### src/design/lsu_pkg.sv
// ========================================
// Shared widths, bank count and opcode type for the load/store unit.
// Imported by every RTL module of the unit.
// ========================================
`default_nettype none

package lsu_pkg;

	localparam int WORD_BITS      = 16;
	localparam int LDM_ADDR_BITS  = 6;   // word address inside one bank
	localparam int LDM_NUM_BITS   = 2;   // bank field
	localparam int LDM_NUM        = 4;
	localparam int FULL_ADDR_BITS = LDM_NUM_BITS + LDM_ADDR_BITS;
	localparam int HOST_WR_BANKS  = 2;   // host may write banks below this index

	// configuration opcode, only EXE_ADD matters to this unit
	typedef enum logic [2:0] {
		OP_NOP      = 3'd0,
		OP_EXE_ADD  = 3'd1,
		OP_EXE_MUL  = 3'd2,
		OP_EXE_PASS = 3'd3
	} alu_op_e;

	typedef logic signed [WORD_BITS-1:0] word_t;

endpackage

`default_nettype wire

### src/design/ldm_port_router.sv
// ========================================
// Bank decode and fixed-priority arbitration for both bank ports.
// Port A serves host over controller A, port B serves ALU over controller B.
// ========================================
`default_nettype none

module ldm_port_router import lsu_pkg::*; (
	input  logic [FULL_ADDR_BITS-1:0]                host_addr,
	input  word_t                                    host_wdata,
	input  logic                                     host_en,
	input  logic                                     host_we,
	input  logic [FULL_ADDR_BITS-1:0]                ctrl_addr_a,
	input  logic                                     ctrl_en_a,
	input  logic [FULL_ADDR_BITS-1:0]                ctrl_addr_b,
	input  logic                                     ctrl_en_b,
	input  logic [FULL_ADDR_BITS-1:0]                alu_addr,
	input  word_t                                    alu_wdata,
	input  logic                                     alu_en,
	input  logic                                     alu_we,
	input  alu_op_e                                  cfg_op,
	output logic [LDM_NUM-1:0]                       bank_en_a,
	output logic [LDM_NUM-1:0]                       bank_we_a,
	output logic [LDM_NUM-1:0][LDM_ADDR_BITS-1:0]    bank_addr_a,
	output word_t [LDM_NUM-1:0]                      bank_wdata_a,
	output logic [LDM_NUM-1:0]                       bank_en_b,
	output logic [LDM_NUM-1:0]                       bank_we_b,
	output logic [LDM_NUM-1:0][LDM_ADDR_BITS-1:0]    bank_addr_b,
	output word_t [LDM_NUM-1:0]                      bank_wdata_b,
	output logic                                     ctrl_a_grant,
	output logic                                     ctrl_b_grant,
	output logic                                     host_grant
);

	logic [LDM_NUM_BITS-1:0]  host_bank, ctrl_bank_a, ctrl_bank_b, alu_bank;
	logic [LDM_ADDR_BITS-1:0] host_word, ctrl_word_a, ctrl_word_b, alu_word;
	logic [LDM_NUM-1:0]       host_hit, ctrl_a_hit, ctrl_b_hit, alu_hit;
	logic [LDM_NUM-1:0]       host_win, ctrl_a_win, ctrl_a_use, ctrl_b_win;
	logic                     exe_add_rd;  // bank 3 port A forced to controller

	assign {host_bank, host_word}     = host_addr;
	assign {ctrl_bank_a, ctrl_word_a} = ctrl_addr_a;
	assign {ctrl_bank_b, ctrl_word_b} = ctrl_addr_b;
	assign {alu_bank, alu_word}       = alu_addr;

	assign exe_add_rd = (cfg_op == OP_EXE_ADD) && ctrl_en_a;

	always_comb begin
		for (int k = 0; k < LDM_NUM; k++) begin
			host_hit[k]   = host_en && (host_bank == LDM_NUM_BITS'(k));
			ctrl_a_hit[k] = ctrl_en_a && (ctrl_bank_a == LDM_NUM_BITS'(k));
			ctrl_b_hit[k] = ctrl_en_b && (ctrl_bank_b == LDM_NUM_BITS'(k));
			alu_hit[k]    = alu_en && (alu_bank == LDM_NUM_BITS'(k));

			// EXE_ADD override takes the last bank away from the host
			host_win[k]   = host_hit[k] && !(exe_add_rd && (k == LDM_NUM-1));
			ctrl_a_win[k] = ctrl_a_hit[k] && !host_win[k];
			ctrl_a_use[k] = ctrl_a_win[k] || (exe_add_rd && (k == LDM_NUM-1));
			ctrl_b_win[k] = ctrl_b_hit[k] && !alu_hit[k];

			bank_en_a[k]    = host_win[k] || ctrl_a_use[k];
			bank_we_a[k]    = host_win[k] && host_we && (k < HOST_WR_BANKS);
			bank_addr_a[k]  = host_win[k] ? host_word : ctrl_word_a;
			bank_wdata_a[k] = host_wdata;

			bank_en_b[k]    = alu_hit[k] || ctrl_b_win[k];
			bank_we_b[k]    = alu_hit[k] && alu_we;
			bank_addr_b[k]  = alu_hit[k] ? alu_word : ctrl_word_b;
			bank_wdata_b[k] = alu_wdata;
		end
	end

	assign host_grant   = |host_win;
	assign ctrl_a_grant = |ctrl_a_win;  // won the bank its own field names
	assign ctrl_b_grant = |ctrl_b_win;

endmodule

`default_nettype wire

### config.mk
export PLATFORM = sky130hd
export DESIGN_NAME = ldm_port_router
export DESIGN_NICKNAME = d
export VERILOG_FILES = /design/src/design/lsu_pkg.sv /design/src/design/ldm_port_router.sv
export SDC_FILE = /design/constraint.sdc
export NUM_CORES = 1
export LEC_CHECK = 0
export BUFFER_PORTS_ARGS = -buffer_cell sky130_fd_sc_hd__buf_2
export CORE_AREA = 4 4 101 103
export DETAILED_ROUTE_END_ITERATION = 8
export DIE_AREA = 0 0 105 107
export SLEW_MARGIN = 20
export SYNTH_ARGS = -nofsm -noshare
export SYNTH_HDL_FRONTEND = slang
export SYNTH_SLANG_ARGS = --single-unit
### constraint.sdc
create_clock -name vclk -period 1.6
set_input_delay 0.24 -clock vclk [all_inputs]
set_output_delay 0.24 -clock vclk [all_outputs]
set_load 0.02 [all_outputs]
==> flow_metrics.env <==
export IMPL_outcome="complete, no violations"
export IMPL_critPathArrivalTime_ns=1.32
export IMPL_n_clock_buffer=0
export IMPL_wl_per_cell_um=14.36
export IMPL_grt_overflow_total=0
export IMPL_vias=1313
export IMPL_final_common_cell="buf_2"
export IMPL_first_iter_violations=12
export IMPL_drc=0
export IMPL_grt_antenna_before_repair=0
export IMPL_fin_cells=328
export IMPL_coreArea_sq_um=9196
export IMPL_mappedNetlistArea_sq_um=1834
export IMPL_syn_avg_cell_area_sq_um=8.045
export IMPL_synthAdderAreaFrac_pct=0
export IMPL_start_util_pct=19.95
export IMPL_yosys_area_share_simple_pct=9.141
export IMPL_mostFrequentLayoutCells="buf_2, mux2_2, buf_4"
export IMPL_yosysUniqueCellTypes=26
export IMPL_synthCells=228
export IMPL_vdd_ir_drop_max_uv=144.1
export IMPL_maxSlewViolCount=0
export IMPL_synth_top_family_by_area="buffers and inverters"
export IMPL_synth_xor_area_share_pct=1.432
export IMPL_regArea_sq_um=0
export IMPL_postCtsSetupRepairBufs=0
export IMPL_p_per_area_nw_per_um2=329.1
export IMPL_grt_setup_unrepaired="true"
export IMPL_crit_fanout=5
export IMPL_grt_max_degree=9
export IMPL_synth_compound_area_share_pct=4.229
export IMPL_leakage_nw=0.8423
export IMPL_yosysWarnings=0
export IMPL_ant_nets=0
export IMPL_grt_pass1_wl_um=7127
export IMPL_die_w_um=105
export IMPL_routed_wl_um=4710
export IMPL_max_freq_ghz=0.6397
export IMPL_vias_per_cell=4.003
export IMPL_critPathLaunch="ctrl_en_a"
export IMPL_cts_repair_resized=0
export IMPL_end_kind="primary output"
export IMPL_period_share_pct=97.70
export IMPL_cp_required_ns=1.36
export IMPL_cap_violations=0
export IMPL_muxShareOfSynthArea_pct=29.47
export IMPL_hold_path_class="primary input to primary output"
export IMPL_nets=292
export IMPL_utilization_pct=18.46
export IMPL_place_area_sq_um=1669
export IMPL_cts_hold_buf=0
export IMPL_hold_path_end="bank_wdata_a[50]"
export IMPL_io_buffers=106
export IMPL_die_area_sq_um=11240
export IMPL_criticalPathCategory="primary input to primary output"
export IMPL_grt_usage_pct=7.427
export IMPL_die_y_um=107
export IMPL_setup_violations=0
export IMPL_post_place_ws_ns=0.008406
export IMPL_layout_setup_ws_ns=0.03674
export IMPL_area_growth_pct=-7.435
export IMPL_start_kind="primary input"
export IMPL_grt_pass1_vias=1429
export IMPL_firstDrtPassIters=3
export IMPL_ios=268
export IMPL_drive_gt1_share_pct=81.11
export IMPL_dp_hpwl_um=4167
export IMPL_dp_cells=328
export IMPL_gp_congestion=0.7334
export IMPL_antenna_cells=0
export IMPL_fp_row_count=35
export IMPL_hold_path_cell_count=0
export IMPL_yosysSeqAreaShare_pct=0
export IMPL_hold_viol=0
export IMPL_fin_area_sq_um=1698
export IMPL_nFlopsAndLatches=0
export IMPL_worstHoldStart="host_wdata[2]"
export IMPL_fin_crit_ns=1.563
-- final cells by class --
| type | count | area [sq um] |
|---|---|---|
| fillers | 1042 | 7498 |
| inverters | 6 | 22.52 |
| multi-input cells | 89 | 824.5 |
| well taps | 111 | 138.9 |
| repair buffers | 122 | 711.9 |
-- kinds of logic (layout without fill, tap and decap cells) --
kind of cell    after synthesis  count (layout)
xor+xnor                      3               3
mux                          48              48
compound gates               13              13
other cells                   1               2
buf+inv                     140             128
simple gates                 23              23
-- worst max-delay path, cell delays in order --
cell and delay [ns]:
buf_2 0.10, and4bb_2 0.24, nor2_4 0.11, buf_12 0.13
mux2_2 0.33, buf_2 0.16
-- cell usage after synthesis (2+ instances only) --
| cell type | instances | area (sq um) |
|---|---|---|
| o21ai_0 | 6 | 30.03 |
| o31ai_1 | 2 | 15.01 |
| nand3_1 | 2 | 10.01 |
| inv_1 | 5 | 18.77 |
| nand2b_1 | 2 | 12.51 |
| buf_4 | 130 | 975.9 |
| buf_2 | 4 | 20.02 |
| nand3b_1 | 4 | 30.03 |
| xnor2_1 | 2 | 17.52 |
| o21bai_1 | 2 | 15.01 |
| a31oi_1 | 2 | 12.51 |
| nor2_1 | 4 | 15.01 |
| mux2_2 | 48 | 540.5 |
| nand2_1 | 3 | 11.26 |
-- power by group --
group          internal [mW]  switching (mW)
Clock                      0               0
Sequential                 0               0
Combinational          0.244           0.315
-- through the flow --
stage / power (mW) / hold WS, ns / TNS [ns]
4_1_cts: 0.5551 / 0.4803 / 0
6_report: 0.5588 / 0.4800 / 0
5_1_grt: 0.5981 / 0.4801 / -0.04075
3_3_place_gp: 0.5459 / 0.4803 / 0
3_5_place_dp: 0.5522 / 0.4803 / 0
2_1_floorplan: 0.7891 / 0.5926 / 0
-- how the worst max path moves through the flow --
| stage | to | cells after the start |
|---|---|---|
| finish | bank_addr_a[21] | 6 |
| global route | bank_addr_a[5] | 6 |
| CTS | bank_addr_a[21] | 6 |
| detailed placement | bank_addr_a[21] | 6 |
| global placement | bank_addr_a[19] | 6 |
| floorplan | bank_addr_a[18] | 4 |
-- per-layer routing --
layer / global-route usage (%) / part of all wire [%]
met1: 7.401 / 34
met2: 13.70 / 47
met3: 2.529 / 14
met4: 3.749 / 5.5
met5: 0 / 0
Note: power is estimated with default switching activity, not from simulation.
