### src/design/lsu_pkg.sv
// ========================================
// Shared widths, bank count and opcode type for the load/store unit.
// Imported by every RTL module of the unit.
// ========================================
`default_nettype none

package lsu_pkg;

	localparam int WORD_BITS      = 16;
	localparam int LDM_ADDR_BITS  = 6;   // word address inside one bank
	localparam int LDM_NUM_BITS   = 2;   // bank field
	localparam int LDM_NUM        = 4;
	localparam int FULL_ADDR_BITS = LDM_NUM_BITS + LDM_ADDR_BITS;
	localparam int HOST_WR_BANKS  = 2;   // host may write banks below this index

	// configuration opcode, only EXE_ADD matters to this unit
	typedef enum logic [2:0] {
		OP_NOP      = 3'd0,
		OP_EXE_ADD  = 3'd1,
		OP_EXE_MUL  = 3'd2,
		OP_EXE_PASS = 3'd3
	} alu_op_e;

	typedef logic signed [WORD_BITS-1:0] word_t;

endpackage

`default_nettype wire

### src/design/pixel_read_steer.sv
// ========================================
// Steers registered bank data onto the pixel and host outputs.
// Grants and bank fields are captured with the request, data muxed a cycle later.
// ========================================
`default_nettype none

module pixel_read_steer import lsu_pkg::*; (
	input  logic                    CLK,
	input  logic                    RST,
	input  word_t [LDM_NUM-1:0]     bank_rdata_a,
	input  word_t [LDM_NUM-1:0]     bank_rdata_b,
	input  logic [LDM_NUM_BITS-1:0] ctrl_bank_a,
	input  logic [LDM_NUM_BITS-1:0] ctrl_bank_b,
	input  logic [LDM_NUM_BITS-1:0] host_bank,
	input  logic                    ctrl_a_grant,
	input  logic                    ctrl_b_grant,
	input  logic                    host_grant,
	input  alu_op_e                 cfg_op,
	input  logic                    stride,
	input  logic                    padding_read,
	input  logic                    layer_done,
	output word_t                   pixel_0,
	output logic                    pixel_0_valid,
	output word_t                   pixel_1,
	output logic                    pixel_1_valid,
	output word_t                   pixel_2,
	output logic                    pixel_2_valid,
	output word_t                   host_rdata,
	output logic                    padding_state
);

	logic [LDM_NUM_BITS-1:0] ctrl_bank_a_q, ctrl_bank_b_q, host_bank_q;
	logic                    ctrl_a_grant_q, ctrl_b_grant_q, host_grant_q;
	logic                    padding_q;
	logic                    exe3_q;           // bank 3 read for pixel 2 pending
	logic                    padding_state_q;

	always_ff @(posedge CLK or negedge RST) begin
		if (!RST) begin
			ctrl_bank_a_q   <= '0;
			ctrl_bank_b_q   <= '0;
			host_bank_q     <= '0;
			ctrl_a_grant_q  <= 1'b0;
			ctrl_b_grant_q  <= 1'b0;
			host_grant_q    <= 1'b0;
			padding_q       <= 1'b0;
			exe3_q          <= 1'b0;
			padding_state_q <= 1'b0;
			pixel_2         <= '0;
			pixel_2_valid   <= 1'b0;
		end else begin
			ctrl_bank_a_q  <= ctrl_bank_a;
			ctrl_bank_b_q  <= ctrl_bank_b;
			host_bank_q    <= host_bank;
			ctrl_a_grant_q <= ctrl_a_grant;
			ctrl_b_grant_q <= ctrl_b_grant;
			host_grant_q   <= host_grant;
			padding_q      <= padding_read;
			exe3_q         <= (cfg_op == OP_EXE_ADD) && ctrl_a_grant;
			if (layer_done) begin
				padding_state_q <= 1'b0;   // end of layer wins
			end else if (padding_read) begin
				padding_state_q <= 1'b1;
			end
			pixel_2       <= exe3_q ? bank_rdata_a[LDM_NUM-1] : '0;
			pixel_2_valid <= exe3_q;
		end
	end

	// padding zeroes the stream picked by stride
	assign pixel_0       = (padding_q && !stride) ? '0 : bank_rdata_a[ctrl_bank_a_q];
	assign pixel_1       = (padding_q && stride) ? '0 : bank_rdata_b[ctrl_bank_b_q];
	assign pixel_0_valid = ctrl_a_grant_q;
	assign pixel_1_valid = ctrl_b_grant_q;

	assign host_rdata    = host_grant_q ? bank_rdata_a[host_bank_q] : '0;
	assign padding_state = !layer_done && (padding_state_q || padding_read);

endmodule

`default_nettype wire

### config.mk
export PLATFORM = sky130hd
export DESIGN_NAME = pixel_read_steer
export DESIGN_NICKNAME = d
export VERILOG_FILES = /design/src/design/lsu_pkg.sv /design/src/design/pixel_read_steer.sv
export SDC_FILE = /design/constraint.sdc
export NUM_CORES = 1
export LEC_CHECK = 0
export ABC_CLOCK_PERIOD_IN_PS = 1400
export BUFFER_PORTS_ARGS = -buffer_cell sky130_fd_sc_hd__buf_2
export CAP_MARGIN = 25
export CORE_ASPECT_RATIO = 0.75
export CORE_UTILIZATION = 39
export CTS_BUF_LIST = sky130_fd_sc_hd__clkbuf_16
export DETAILED_ROUTE_END_ITERATION = 8
export GPL_TIMING_DRIVEN = 0
export PLACE_DENSITY = 0.8
export SLEW_MARGIN = 15
export SYNTH_ARGS = -nofsm -noshare
export SYNTH_HDL_FRONTEND = slang
export SYNTH_SLANG_ARGS = --single-unit
### constraint.sdc
create_clock -name CLK -period 1.4 [get_ports CLK]
set_input_delay 0.28 -clock CLK [delete_from_list [all_inputs] [get_ports CLK]]
set_output_delay 0.28 -clock CLK [all_outputs]
set_load 0.01 [all_outputs]
==> flow_results.org <==
** Status
- The flow ran to the end, but the final reports show violations.
- The checks that failed: setup timing.

** Final layout
- Compared with the post-synthesis result, the final layout area differs by 83.71%.
- Of the cells placed in the final design, the portion with a size suffix greater than 1 is 72.67%.
- Number of nets in the layout :: just over 600
- Count of inserted antenna diode cells :: 0

** Placed design
- The wire-length estimate of the detail-placed layout is 7.500 mm.
- Port buffering added 212 buffers.
- Final weighted congestion of routability-driven global placement :: about 0.90

** Clock tree
- Number of buffers created by CTS :: 5
- Clock tree from TritonCTS :: done
- The root buffer cell chosen for the clock tree is sky130_fd_sc_hd__clkbuf_16.
- After clock tree synthesis, the clock-pin slew on the worst setup and hold paths is 0.06 ns.
- Total clock sinks :: 29
- No sink is reached through more buffers than the 2 on the longest clock path.
- At the later pin of the worst-skew pair, clock insertion delay measures 0.27 ns.
- Clock H-tree levels :: 2
- For this design, the CTS-stage hold fixing added 0 buffers.

** Setup path
- Crit path launch type :: flip-flop
- At the worst endpoint, the required time is around 1.1 ns.
- The worst setup path is of the flip-flop to primary output kind.
- Cell with the largest stage delay on the worst path :: sky130_fd_sc_hd__dfrtp_1
- The worst setup path is captured at a primary output.
- Count of cells along the worst register-to-register path :: 2
- Along the worst path, the maximum fanout reaches 6.
- At the worst endpoint, the arrival time is between 1 and 1.5 ns.
- Critical path, cell by cell :: buf_6 > buf_12 > mux2i_2 > o22ai_2 > buf_2
- The largest single stage delay on the critical path is 0.38 ns.

** Die
- The initialized floorplan defines 25 standard-cell rows.
- In this run the standard cell core region covers approximately 0.0063 mm2.
- Once the floorplan was initialized, standard cells occupied 40.44% of the core.
- The die is 95.23 um wide.
- The die covers 0.006849 mm2.
- From bottom edge to top edge, the die measures 71.93 um.
- Number of top-level design ports :: 213

** Synthesis
- Post-Synthesis Mean Instance Area :: between 10 and 15 um2
- Post-synthesis instance area :: 0.002542 mm2
- Synthesis produced a netlist with a net count of 368.
- Post-synthesis async set-or-reset flop share :: 100.0%
- Synthesis-stage register bit count :: 29
- Counting flops with a built-in enable in the synthesized netlist gives 0.
- Yosys warning count :: 0
- Number of standard cells after synthesis :: between 200 and 250
- Primary flip-flop cell chosen by synthesis mapping :: sky130_fd_sc_hd__dfrtp_1
- Sequential cell area fraction in the yosys report :: 28.54%
- Synthesis instantiated 17 different standard cells from the library.

** Routing
- Residual antenna-violating net count after detailed routing :: 0
- Summing over every cut layer, the via total after detailed routing is 2,952.
- For this run, design rule violations remaining after detail routing come to 0.
- For this block, the initial DRC count from the detailed router was between 100 and 150.
- Mean number of vias per cell :: 5.446
- The final layout contains routed wiring with a total length of 10.90 mm.
- After detailed routing, the average wire length per cell comes to 20.11 um.
- Router iterations before antenna repair :: 5

** Timing
- Based on the critical path, the design can be clocked at up to 572.9 MHz.
- RSZ-0062 raised after global routing :: true
- Worst Tran Pin Value :: ~0.65 ns
- The number of slew-limit violations in the final report is 0.
- Relative slew margins :: 56.66%
- Part of the cycle the worst path needs :: 124.7%
- Across all hold checks on the routed design, the worst slack comes to approximately 0.031 ns.
- The final hold violation count is 0.
- The worst path in the final design needs a cycle of about 1.7 ns, including I/O delays and setup.
- Worst Clk Skew :: 0.003749 ns
- Setup violations remaining at the end of the flow were counted as between 40 and 50.
- Setup slack on the critical path of the routed design comes to -0.3454 ns.

** Global routing
- Global routing finished with a remaining overflow of 0.
- The via count of the first global-routing pass was between 2,000 and 3,000.
- The number of antenna violations at the first check in global routing is 0.
- Global-route wire length before repair :: 14.48 mm
- Entering global routing, the biggest net connects 30 pins.
- Across every metal layer, demand over resource in global routing totals 28.01%.

** Worst hold path
- Worst min-delay path class :: input pin to async pin

** Power and ir drop
- IR analysis of the VDD net gives a maximum drop of 0.5145 mV.
- PnR Total Power :: about 3.3 mW
- For this design the ratio of total power to cell area is a little over 700 mW/mm2.
- Static Leak :: 2.431 nW

** Run
- Max Cap Viol :: 0
## stage by stage
step | cells | cell area [um2] | utilization [%] | setup TNS (ns) | worst slack (ns)
floorplan | 223 | 2542 | - | 0 | 0.1232
global placement | 516 | 3705 | 58.93 | -0.4347 | -0.05716
detailed placement | 516 | 3705 | 58.93 | -1.087 | -0.08916
CTS | 531 | 4203 | 66.85 | -13.16 | -0.3143
global route | 542 | 4671 | 74.29 | -16.71 | -0.3953
finish | 542 | 4671 | 74.29 | -14.56 | -0.3454
## flip-flops by register name, summed over array words and instances (netlist names), 2 cells and up
register / flops
ctrl_bank_a_q: 2
pixel_2: 16
ctrl_bank_b_q: 2
host_bank_q: 2
## routing by layer
layer / vias up / GRT usage, % / part of all wire [%]
met5: - / 0 / 0
met4: 0 / 8.418 / 0.91
met3: 10 / 5.765 / 6.1
met2: 144 / 50.24 / 52
met1: 1466 / 33.69 / 41
li1: 1332 / - / -
## synth_stat cells, types with 2 or more instances
master                     number  share of area [%]
sky130_fd_sc_hd__nand2_2        2               0.49
sky130_fd_sc_hd__nor2_1         3               0.44
sky130_fd_sc_hd__buf_8          4                2.4
sky130_fd_sc_hd__o22ai_2       12                5.9
sky130_fd_sc_hd__buf_6          8                3.5
sky130_fd_sc_hd__dfrtp_1       29                 29
sky130_fd_sc_hd__nand2b_1       2               0.49
sky130_fd_sc_hd__mux2i_1       96                 38
sky130_fd_sc_hd__nand2_1        2               0.30
sky130_fd_sc_hd__buf_2          2               0.39
sky130_fd_sc_hd__and2_1        16                3.9
sky130_fd_sc_hd__o22ai_1       36                8.9
sky130_fd_sc_hd__buf_12         7                5.5
## timing repair
action	CTS	global route
buffers inserted	6	4
hold endpoints to repair	0	0
cloned	1	7
setup endpoints to repair	48	48
pin swaps	3	17
resized for setup	53	50
## final timing paths
check,startpoint,end,slack (ns)
min in group CLK,host_grant,host_grant_q,0.11
worst max-delay path,host_bank_q[1],host_rdata[13],-0.35
worst min-delay path,RST,pixel_2[15],0.03
worst max register to register,exe3_q,pixel_2[7],0.14
worst min register to register,padding_state_q,padding_state_q,0.51
max in group asynchronous,RST,ctrl_bank_b_q[0],0.94
## cell usage in the layout, fill, tap and decap left out, types with 2 or more instances in the layout
cell type,count
sky130_fd_sc_hd__clkbuf_16,12
sky130_fd_sc_hd__o22ai_4,2
sky130_fd_sc_hd__o22ai_1,16
sky130_fd_sc_hd__mux2i_2,24
sky130_fd_sc_hd__and2_1,16
sky130_fd_sc_hd__buf_12,16
sky130_fd_sc_hd__buf_6,9
sky130_fd_sc_hd__nor2_1,3
sky130_fd_sc_hd__nand2b_4,3
sky130_fd_sc_hd__buf_4,7
sky130_fd_sc_hd__buf_2,210
sky130_fd_sc_hd__nand2_2,2
sky130_fd_sc_hd__mux2i_4,14
sky130_fd_sc_hd__dfrtp_1,29
sky130_fd_sc_hd__mux2i_1,58
sky130_fd_sc_hd__o22ai_2,30
## worst max-delay path: cells and delay by family (launching register included)
kind                   cells  cell delay, ns
buffers and inverters      3            0.47
DFF                        1            0.38
AOI/OAI and AO/OA          1            0.19
muxes                      1            0.15
## cells by family (layout without fill, tap and decap cells)
family	after synthesis	in the layout	share of synthesized area, %
AO/OA/AOI/OAI	48	48	14.76
flip-flops	29	29	28.54
buffers and inverters	22	260	11.96
AND/OR/NAND/NOR	28	28	6.939
multiplexers	96	96	37.80
## where the power goes
| group | total (mW) | internal [mW] | switching (mW) |
|---|---|---|---|
| Combinational | 1.42 | 0.754 | 0.662 |
| Sequential | 0.881 | 0.865 | 0.0161 |
| Clock | 1.03 | 0.650 | 0.376 |
| Total | 3.32 | 2.27 | 1.05 |
## cell type report
type | count | area, um2
clock inverter | 3 | 17.52
buffer | 22 | 371.6
timing repair buffer | 230 | 1375
fill | 447 | 1617
tap | 81 | 101.3
clock buffer | 5 | 125.1
multi-input combinational | 172 | 1954
sequential | 29 | 725.7
Power figures use the tool's default switching activity.
